--- config.mk ---
export PLATFORM = sky130hd
export DESIGN_NAME = mlpLayerTop
export DESIGN_NICKNAME = d
export VERILOG_FILES = /design/src/hw/mlpLayerPkg.sv /design/src/hw/wbFrameLoader.sv /design/src/hw/frameFifo.sv /design/src/hw/neuronRelu.sv /design/src/hw/layerEngine.sv /design/src/hw/mlpLayerTop.sv
export SDC_FILE = /design/constraint.sdc
export NUM_CORES = 2
export LEC_CHECK = 0
export ABC_AREA = 0
export BUFFER_PORTS_ARGS = -buffer_cell sky130_fd_sc_hd__buf_2
export CAP_MARGIN = 20
export CORE_ASPECT_RATIO = 1.25
export CORE_UTILIZATION = 25
export CTS_CLUSTER_SIZE = 10
export DETAILED_ROUTE_END_ITERATION = 16
export HOLD_SLACK_MARGIN = 0.05
export PLACE_DENSITY = 0.47
export SYNTH_ARGS = -nofsm -noshare
export SYNTH_HDL_FRONTEND = slang
export SYNTH_SLANG_ARGS = --single-unit
--- constraint.sdc ---
create_clock -name clk -period 12 [get_ports clk]
set_input_delay 0.6 -clock clk [delete_from_list [all_inputs] [get_ports clk]]
set_output_delay 0.6 -clock clk [all_outputs]
set_load 0.02 [all_outputs]
--- src/hw/mlpLayerPkg.sv ---
`default_nettype none

package mlpLayerPkg;

	localparam int NUM_INPUTS = 10;
	localparam int NUM_NEURONS = 4;
	localparam int DATA_WIDTH = 16;
	localparam int ADDR_WIDTH = 6;
	localparam int BUS_WIDTH = 32;
	localparam int LEVEL_WIDTH = 3;
	localparam int FRAMES_WIDTH = 8;

	typedef logic signed [DATA_WIDTH-1:0] activation_t;
	typedef activation_t [NUM_INPUTS-1:0] frame_t;
	typedef activation_t [NUM_INPUTS-1:0] weightSet_t;
	typedef weightSet_t [NUM_NEURONS-1:0] layerWeights_t;
	typedef activation_t [NUM_NEURONS-1:0] layerBias_t;

	// word addresses of the Wishbone register map
	localparam logic [ADDR_WIDTH-1:0] ADDR_ACT_BASE = ADDR_WIDTH'(0);
	localparam logic [ADDR_WIDTH-1:0] ADDR_COMMIT = ADDR_WIDTH'(10);
	localparam logic [ADDR_WIDTH-1:0] ADDR_STATUS = ADDR_WIDTH'(10);
	localparam logic [ADDR_WIDTH-1:0] ADDR_ACK = ADDR_WIDTH'(11);
	localparam logic [ADDR_WIDTH-1:0] ADDR_RESULT_BASE = ADDR_WIDTH'(16);

	typedef struct packed {
		logic [BUS_WIDTH-DATA_WIDTH-1:0] unused;
		activation_t value;
	} actView_t;

	typedef struct packed {
		logic resultReady;
		logic [LEVEL_WIDTH-1:0] fifoLevel;
		logic [FRAMES_WIDTH-1:0] framesDone;
		logic [BUS_WIDTH-1-LEVEL_WIDTH-FRAMES_WIDTH-1:0] unused;
	} statusView_t;

	// the same bus word carries either one activation or the status fields
	typedef union packed {
		actView_t act;
		statusView_t status;
	} wbWord_t;

	// each set is listed from input 9 down to input 0, neuron 3 first
	localparam layerWeights_t DEFAULT_WEIGHTS = '{
		'{-16'sd30, 16'sd6, -16'sd26, 16'sd3, -16'sd11, 16'sd37, -16'sd4, -16'sd17, 16'sd12,
			16'sd8},
		'{-16'sd1, 16'sd19, -16'sd28, 16'sd14, 16'sd5, -16'sd22, 16'sd9, -16'sd6, 16'sd30,
			-16'sd15},
		'{16'sd11, -16'sd3, 16'sd27, -16'sd9, 16'sd18, 16'sd4, -16'sd35, 16'sd21, -16'sd7,
			16'sd13},
		'{16'sd0, -16'sd52, -16'sd2, 16'sd48, 16'sd26, 16'sd32, -16'sd20, 16'sd2, -16'sd20,
			-16'sd24}
	};

	localparam layerBias_t DEFAULT_BIAS = '{16'sd7, 16'sd25, -16'sd40, 16'sd0};

endpackage

`default_nettype wire

--- src/hw/wbFrameLoader.sv ---
`default_nettype none

module wbFrameLoader (
	input logic clk,
	input logic reset,
	input logic cyc,
	input logic stb,
	input logic we,
	input logic [mlpLayerPkg::ADDR_WIDTH-1:0] adr,
	input logic [mlpLayerPkg::BUS_WIDTH-1:0] datIn,
	input logic pushFull,
	output logic ack,
	output logic [mlpLayerPkg::BUS_WIDTH-1:0] datOut,
	output logic pushValid,
	output mlpLayerPkg::frame_t pushFrame,
	output logic resultAck,
	input logic [mlpLayerPkg::LEVEL_WIDTH-1:0] fifoLevel,
	input logic resultReady,
	input mlpLayerPkg::activation_t [mlpLayerPkg::NUM_NEURONS-1:0] results,
	input logic [mlpLayerPkg::FRAMES_WIDTH-1:0] framesDone
);

	localparam int ACT_SEL_WIDTH = $clog2(mlpLayerPkg::NUM_INPUTS);
	localparam int RESULT_SEL_WIDTH = $clog2(mlpLayerPkg::NUM_NEURONS);

	mlpLayerPkg::wbWord_t writeWord;
	mlpLayerPkg::wbWord_t readWord;
	mlpLayerPkg::frame_t frameReg;
	logic [mlpLayerPkg::ADDR_WIDTH-1:0] actOffset;
	logic [mlpLayerPkg::ADDR_WIDTH-1:0] resultOffset;
	logic request;
	logic actWrite;
	logic commitReq;
	logic ackReq;

	assign writeWord = datIn;
	assign actOffset = adr - mlpLayerPkg::ADDR_ACT_BASE;
	assign resultOffset = adr - mlpLayerPkg::ADDR_RESULT_BASE;

	// a new request is only seen while no ack is out, so each access acks once
	assign request = cyc && stb && !ack;
	assign actWrite = request && we &&
		actOffset < mlpLayerPkg::ADDR_WIDTH'(mlpLayerPkg::NUM_INPUTS);
	assign commitReq = request && we && adr == mlpLayerPkg::ADDR_COMMIT;
	assign ackReq = request && we && adr == mlpLayerPkg::ADDR_ACK;

	assign pushFrame = frameReg;

	always_ff @(posedge clk)
	begin
		if (reset)
		begin
			ack <= 1'b0;
			pushValid <= 1'b0;
			resultAck <= 1'b0;
		end
		else
		begin
			// a commit into a full FIFO waits here with ack low
			ack <= request && !(commitReq && pushFull);
			pushValid <= commitReq && !pushFull;
			resultAck <= ackReq;
		end
	end

	always_ff @(posedge clk)
	begin
		if (actWrite)
		begin
			frameReg[actOffset[ACT_SEL_WIDTH-1:0]] <= writeWord.act.value;
		end
	end

	always_comb
	begin
		readWord = '0;
		if (adr == mlpLayerPkg::ADDR_STATUS)
		begin
			readWord.status.resultReady = resultReady;
			readWord.status.fifoLevel = fifoLevel;
			readWord.status.framesDone = framesDone;
		end
		else if (resultOffset < mlpLayerPkg::ADDR_WIDTH'(mlpLayerPkg::NUM_NEURONS))
		begin
			readWord.act.value = results[resultOffset[RESULT_SEL_WIDTH-1:0]];
		end
	end

	// read data is registered so it lines up with ack
	always_ff @(posedge clk)
	begin
		if (request)
		begin
			datOut <= readWord;
		end
	end

endmodule

`default_nettype wire

--- src/hw/frameFifo.sv ---
`default_nettype none

module frameFifo #(
	parameter int DEPTH = 4
) (
	input logic clk,
	input logic reset,
	input logic pushValid,
	input mlpLayerPkg::frame_t pushFrame,
	output logic full,
	input logic popReady,
	output logic popValid,
	output mlpLayerPkg::frame_t popFrame,
	output logic [mlpLayerPkg::LEVEL_WIDTH-1:0] level
);

	localparam int PTR_WIDTH = DEPTH > 1 ? $clog2(DEPTH) : 1;
	localparam int COUNT_WIDTH = $clog2(DEPTH + 1);

	mlpLayerPkg::frame_t mem [DEPTH];
	logic [PTR_WIDTH-1:0] wrPtr;
	logic [PTR_WIDTH-1:0] rdPtr;
	logic [COUNT_WIDTH-1:0] count;
	logic doPush;
	logic doPop;

	function automatic logic [PTR_WIDTH-1:0] nextPtr(input logic [PTR_WIDTH-1:0] ptr);
		if (ptr == PTR_WIDTH'(DEPTH - 1))
			return '0;
		return ptr + 1'b1;
	endfunction

	assign full = count == COUNT_WIDTH'(DEPTH);
	assign popValid = count != '0;
	assign popFrame = mem[rdPtr];
	assign level = mlpLayerPkg::LEVEL_WIDTH'(count);

	assign doPush = pushValid && !full;
	assign doPop = popValid && popReady;

	always_ff @(posedge clk)
	begin
		if (reset)
		begin
			wrPtr <= '0;
			rdPtr <= '0;
			count <= '0;
		end
		else
		begin
			if (doPush)
				wrPtr <= nextPtr(wrPtr);
			if (doPop)
				rdPtr <= nextPtr(rdPtr);
			// simultaneous push and pop leaves the count alone
			if (doPush && !doPop)
				count <= count + 1'b1;
			else if (doPop && !doPush)
				count <= count - 1'b1;
		end
	end

	always_ff @(posedge clk)
	begin
		if (doPush)
			mem[wrPtr] <= pushFrame;
	end

endmodule

`default_nettype wire

--- src/hw/neuronRelu.sv ---
`default_nettype none

module neuronRelu #(
	parameter mlpLayerPkg::weightSet_t WEIGHTS = mlpLayerPkg::DEFAULT_WEIGHTS[0],
	parameter mlpLayerPkg::activation_t BIAS = mlpLayerPkg::DEFAULT_BIAS[0]
) (
	input logic clk,
	input logic reset,
	input mlpLayerPkg::frame_t inputs,
	output mlpLayerPkg::activation_t activation
);

	mlpLayerPkg::frame_t inputsReg;
	mlpLayerPkg::activation_t sumNext;
	mlpLayerPkg::activation_t sumReg;

	// every product and partial sum keeps only the low 16 bits
	always_comb
	begin
		sumNext = BIAS;
		for (int i = 0; i < mlpLayerPkg::NUM_INPUTS; i++)
		begin
			sumNext = sumNext + mlpLayerPkg::activation_t'(inputsReg[i] * WEIGHTS[i]);
		end
	end

	always_ff @(posedge clk)
	begin
		if (reset)
		begin
			inputsReg <= '0;
			sumReg <= '0;
			activation <= '0;
		end
		else
		begin
			inputsReg <= inputs;
			sumReg <= sumNext;
			// negative sums are clamped to zero
			if (sumReg[mlpLayerPkg::DATA_WIDTH-1])
				activation <= '0;
			else
				activation <= sumReg;
		end
	end

endmodule

`default_nettype wire

--- src/hw/layerEngine.sv ---
`default_nettype none

module layerEngine #(
	parameter mlpLayerPkg::layerWeights_t WEIGHTS = mlpLayerPkg::DEFAULT_WEIGHTS,
	parameter mlpLayerPkg::layerBias_t BIAS = mlpLayerPkg::DEFAULT_BIAS
) (
	input logic clk,
	input logic reset,
	input logic popValid,
	input mlpLayerPkg::frame_t popFrame,
	output logic popReady,
	input logic resultAck,
	output logic resultReady,
	output mlpLayerPkg::activation_t [mlpLayerPkg::NUM_NEURONS-1:0] results,
	output logic [mlpLayerPkg::FRAMES_WIDTH-1:0] framesDone
);

	mlpLayerPkg::activation_t [mlpLayerPkg::NUM_NEURONS-1:0] neuronOut;

	// one bit per neuron pipeline stage, set for the frame being computed
	logic [2:0] inFlight;

	// only one frame is ever in the neurons, and only while the bank is free
	assign popReady = popValid && !resultReady && inFlight == 3'b000;

	// the neurons see the head frame directly and latch it on the pop edge
	generate
		for (genvar n = 0; n < mlpLayerPkg::NUM_NEURONS; n++)
		begin : gNeuron
			neuronRelu #(
				.WEIGHTS(WEIGHTS[n]),
				.BIAS(BIAS[n])
			) neuron_i (
				.clk(clk),
				.reset(reset),
				.inputs(popFrame),
				.activation(neuronOut[n])
			);
		end
	endgenerate

	always_ff @(posedge clk)
	begin
		if (reset)
		begin
			inFlight <= 3'b000;
			resultReady <= 1'b0;
			framesDone <= '0;
		end
		else
		begin
			inFlight <= {inFlight[1:0], popReady};
			if (inFlight[2])
			begin
				resultReady <= 1'b1;
				framesDone <= framesDone + 1'b1;
			end
			else if (resultAck)
			begin
				resultReady <= 1'b0;
			end
		end
	end

	always_ff @(posedge clk)
	begin
		if (inFlight[2])
			results <= neuronOut;
	end

endmodule

`default_nettype wire

--- src/hw/mlpLayerTop.sv ---
`default_nettype none

module mlpLayerTop #(
	parameter int DEPTH = 4,
	parameter mlpLayerPkg::layerWeights_t WEIGHTS = mlpLayerPkg::DEFAULT_WEIGHTS,
	parameter mlpLayerPkg::layerBias_t BIAS = mlpLayerPkg::DEFAULT_BIAS
) (
	input logic clk,
	input logic reset,
	input logic cyc,
	input logic stb,
	input logic we,
	input logic [mlpLayerPkg::ADDR_WIDTH-1:0] adr,
	input logic [mlpLayerPkg::BUS_WIDTH-1:0] datIn,
	output logic [mlpLayerPkg::BUS_WIDTH-1:0] datOut,
	output logic ack
);

	logic pushValid;
	mlpLayerPkg::frame_t pushFrame;
	logic pushFull;
	logic [mlpLayerPkg::LEVEL_WIDTH-1:0] fifoLevel;
	logic popValid;
	mlpLayerPkg::frame_t popFrame;
	logic popReady;
	logic resultAck;
	logic resultReady;
	mlpLayerPkg::activation_t [mlpLayerPkg::NUM_NEURONS-1:0] results;
	logic [mlpLayerPkg::FRAMES_WIDTH-1:0] framesDone;

	wbFrameLoader loader_i (
		.clk(clk),
		.reset(reset),
		.cyc(cyc),
		.stb(stb),
		.we(we),
		.adr(adr),
		.datIn(datIn),
		.pushFull(pushFull),
		.ack(ack),
		.datOut(datOut),
		.pushValid(pushValid),
		.pushFrame(pushFrame),
		.resultAck(resultAck),
		.fifoLevel(fifoLevel),
		.resultReady(resultReady),
		.results(results),
		.framesDone(framesDone)
	);

	frameFifo #(
		.DEPTH(DEPTH)
	) fifo_i (
		.clk(clk),
		.reset(reset),
		.pushValid(pushValid),
		.pushFrame(pushFrame),
		.full(pushFull),
		.popReady(popReady),
		.popValid(popValid),
		.popFrame(popFrame),
		.level(fifoLevel)
	);

	layerEngine #(
		.WEIGHTS(WEIGHTS),
		.BIAS(BIAS)
	) engine_i (
		.clk(clk),
		.reset(reset),
		.popValid(popValid),
		.popFrame(popFrame),
		.popReady(popReady),
		.resultAck(resultAck),
		.resultReady(resultReady),
		.results(results),
		.framesDone(framesDone)
	);

endmodule

`default_nettype wire

==> results.md <==
CTS:
- The root cell of the clock tree is sky130_fd_sc_hd__clkbuf_16.
- Clock-pin slew was measured on the worst setup and hold paths at 0.07 ns.
- In this run the deepest clock path goes through 4 buffers.
- For the worst-skew pair, the clock arrives at the later sink with an insertion delay of 0.83 ns.
- TritonCTS created 151 clock buffers.
- The number of setup buffers added after CTS is 0.
- The number of H-tree levels is 4.
- The number of sinks on the clock net is 1190.
- TritonCTS built the clock tree.

Route:
- Using the TritonRoute via totals, the vias-per-cell ratio works out to 4.15.
- The first-pass detailed-route iteration total is 11.
- The vias after detailed routing is 43592.
- The detail route stage leaves a number of antenna-violating nets equal to 0.
- After detailed routing, the average wire length per cell comes to 24.6 um.
- After detailed routing, the number of remaining DRC violations is 36.
- The final wirelength is 259 mm.
- The number of violations reported at the end of detailed-routing iteration 0 is 2386.

Hold path:
- The path category of the worst min-delay check is primary input to flip-flop.
- The destination of the worst hold path is loader_i.pushFrame[23].
- The launch point of the worst hold path is datIn[7].
- The hold-critical path depth is 1.

STA:
- The fraction of the cycle the final worst path needs is 84.9%.
- Static timing analysis puts the maximum clock frequency at 98.1 MHz.
- The hold violation count in the final report is 0.
- The clock period minus final worst setup slack is 10.19 ns.
- Setup repair after global routing left no endpoint under its margin.
- The number of max-slew violations in the final report is 0.
- For the pin with the worst max-slew slack, the measured transition is 1.17 ns.
- For the final routed database, the setup TNS stands at 0 ns.
- On the final layout, the worst clock skew is 0.0904 ns.
- Measured against its own limit, the worst slew margin works out to 22.3%.
- The final count of negative-setup-slack endpoints is 0.

Setup path:
- The reg-to-reg endpoint is engine_i.gNeuron[2].neuron_i.sumReg[15].
- In this run the register-to-register setup slack is 1.81 ns.
- The number of cell instances on the worst register-to-register path is 32.
- Data on the critical path arrives at its endpoint at 10.86 ns.
- On the critical path, the stage with the largest delay is an instance of sky130_fd_sc_hd__dfxtp_1.
- The setup path with the least slack is of type flip-flop to flip-flop.
- For the worst setup path, the data required time is 12.67 ns.
- STA classifies the critical path startpoint as a flip-flop.
- The largest single stage delay on the critical path is 0.79 ns.
- The source of the worst register-to-register timing path is engine_i.gNeuron[0].neuron_i.inputsReg[35].
- In this run the worst path has a maximum fanout of 6.
- The cell that appears most often on the critical path is sky130_fd_sc_hd__fa_1.
- The endpoint type of the worst setup path is a flip-flop.

Run:
- Max-cap violations in this run came to 0.

Synth:
- In this run, synthesis inferred 886 flip-flops with an integrated enable.
- The post-synthesis instance area is 79100 um2.
- In the synthesized netlist the dominant register cell turns out to be sky130_fd_sc_hd__edfxtp_1.
- The number of flip-flops and latches in the synthesized netlist is 1190.
- Synthesis handed over a netlist of 5976 instances.
- The top cell type's share of synthesized area is 33.7%.
- The share of the Yosys chip area taken by registers is 41.4%.
- The leading area contributor after synthesis is sky130_fd_sc_hd__edfxtp_1.
- Yosys attributes the largest share of cell area to sky130_fd_sc_hd__edfxtp_1 34%, sky130_fd_sc_hd__fa_1 22%, sky130_fd_sc_hd__ha_1 13%.
- The share of synthesized registers carrying an async set or reset is 0%.
- The number of unique standard cell types used by synthesis is 63.
- The synthesized area per cell is 13.2 um2.
- The number of synthesis warnings is 0.

Global routing:
- The first global-routing pass estimated 364 mm of wire.
- Entering global routing, the biggest net connects 124 pins.
- The number of antenna violations at the first check in global routing is 17.
- The total grt overflow is 0.
- Across every metal layer, demand over resource in global routing totals 16.4%.
- The via count of the first global-routing pass is 48761.

Finish:
- The post-route netlist has 8.63% of its cells at a drive strength greater than 1.
- Counting the fill cells in the layout gives 32277.
- In the layout the commonest cells are 1498 x sky130_fd_sc_hd__inv_1, 886 x sky130_fd_sc_hd__edfxtp_1, 853 x sky130_fd_sc_hd__fa_1.
- The most common library cell in the layout ignoring fill and taps is sky130_fd_sc_hd__inv_1.
- Relative to the synthesized area, the layout overhead comes to 13.4%.
- After the last flow step, the layout net total stands at 7953.

Floorplanning:
- The vertical die dimension is 631 um.
- The initial utilization of the core area, before any placement, comes to 25.2%.
- The I/O pin count is 76.
- In this run the core area contains 230 standard-cell rows.
- The floorplan step defined a core boundary enclosing 314000 um2.
- The area enclosed by the die boundary is 318000 um2.
- The die outline width is 505 um.

Run status:
- The checks that failed: design-rule violations.
- The flow ran to the end, but the final reports show violations.

Placed design:
- The count of buffers added on input and output ports is 54.
- The congestion estimate from routability-driven global placement came to 0.933.
- Detailed placement ended at an HPWL of 206 mm.
==> synth_stat cells, types with 11 or more instances <==
cell	instances
sky130_fd_sc_hd__inv_1	1498
sky130_fd_sc_hd__edfxtp_1	886
sky130_fd_sc_hd__fa_1	853
sky130_fd_sc_hd__ha_1	842
sky130_fd_sc_hd__dfxtp_1	304
sky130_fd_sc_hd__xnor2_1	272
sky130_fd_sc_hd__nor2b_1	213
sky130_fd_sc_hd__mux4_2	174
sky130_fd_sc_hd__nor2_1	158
sky130_fd_sc_hd__a21oi_1	122
sky130_fd_sc_hd__xor2_1	104
sky130_fd_sc_hd__and2_1	74
sky130_fd_sc_hd__clkbuf_1	62
sky130_fd_sc_hd__nand2_1	62
sky130_fd_sc_hd__o21ai_1	47
sky130_fd_sc_hd__o21bai_1	36
sky130_fd_sc_hd__nor3_1	34
sky130_fd_sc_hd__a21o_1	32
sky130_fd_sc_hd__nand2b_1	25
sky130_fd_sc_hd__o21ai_0	18
sky130_fd_sc_hd__nand3_1	14
sky130_fd_sc_hd__o21a_1	14
sky130_fd_sc_hd__buf_1	13
sky130_fd_sc_hd__or3_1	12
sky130_fd_sc_hd__o41ai_1	11
==> layer usage <==
metal | share of wire (%) | track usage [%] | vias to the layer above
li1 | - | - | 19703
met1 | 42 | 20.2 | 22831
met2 | 51 | 29.8 | 765
met3 | 3.2 | 1.68 | 291
met4 | 3.2 | 5.01 | 2
met5 | 0.0050 | 0 | -
==> final cells by class <==
cell class,instances,area [um2],share of cell area [%]
multi-input combinational,3205,40500,45.1
sequential,1190,32700,36.5
inverter,1505,5650,6.30
tap,4176,5230,5.83
clock buffer,247,4260,4.75
timing repair buffer,162,1120,1.25
clock inverter,15,221,0.247
antenna,5,12.5,0.0140
==> kinds of logic after synthesis <==
group	synth area share, %
AOI/OAI and AO/OA	2.42
xor gates and xnor gates	4.50
adders and majority gates	34.9
buffers and inverters	7.55
DFF	41.4
muxes	5.03
other	0.00474
and+or+nand+nor	4.22
==> worst max-delay path by stage <==
stage / start / end / slack [ns] / depth (start not counted)
after floorplan: engine_i.gNeuron[0].neuron_i.inputsReg[16] / engine_i.gNeuron[2].neuron_i.sumReg[15] / 3.10 / 33
after global placement: engine_i.gNeuron[0].neuron_i.inputsReg[65] / engine_i.gNeuron[2].neuron_i.sumReg[15] / 1.70 / 34
after detailed placement: engine_i.gNeuron[0].neuron_i.inputsReg[65] / engine_i.gNeuron[2].neuron_i.sumReg[15] / 1.75 / 34
after CTS: engine_i.gNeuron[0].neuron_i.inputsReg[35] / engine_i.gNeuron[2].neuron_i.sumReg[15] / 1.76 / 32
after global routing: engine_i.gNeuron[0].neuron_i.inputsReg[35] / engine_i.gNeuron[2].neuron_i.sumReg[15] / 1.34 / 32
final: engine_i.gNeuron[0].neuron_i.inputsReg[35] / engine_i.gNeuron[2].neuron_i.sumReg[15] / 1.81 / 32
==> state kept, by name (all words and copies together) (netlist names), 2 cells and up <==
register and count:
engine_i.gNeuron.neuron_i.sumReg 63, fifo_i.rdPtr 2, fifo_i.level 3, fifo_i.mem 640, loader_i.datOut 27, engine_i.gNeuron.neuron_i.inputsReg 160
fifo_i.wrPtr 2, loader_i.pushFrame 160, engine_i.framesDone 8, engine_i.results 59, engine_i.gNeuron.neuron_i.activation 59, engine_i.inFlight 3
==> metrics by stage <==
stage               instance area (um2)  hold WS, ns  util (%)  cells  setup slack [ns]
detailed placement                85200        0.389      27.1  10237              1.75
finish                            89700        0.144      28.5  10505              1.81
floorplan                         79100        0.386         -   5980              3.10
global route                      89700        0.120      28.5  10501              1.34
CTS                               89700       0.0885      28.5  10500              1.76
global placement                  85200        0.387      27.1  10237              1.70
==> what timing repair did <==
action / in CTS / in global routing
hold buffers: 1 / 0
resized for setup: 0 / 0
hold endpoints to repair: 1 / 0
==> worst max-delay path: cells and delay by family (launching register included) <==
kind	cells	cell delay, ns
compound gates	7	1.74
simple gates	3	0.21
xor+xnor	10	2.33
flops	1	0.79
buf+inv	1	0.05
fa+ha+maj	11	4.90
Power is left out: the tool's default activity adds up to more than one toggle a clock period on the data nets, which glitch-free logic cannot reach.
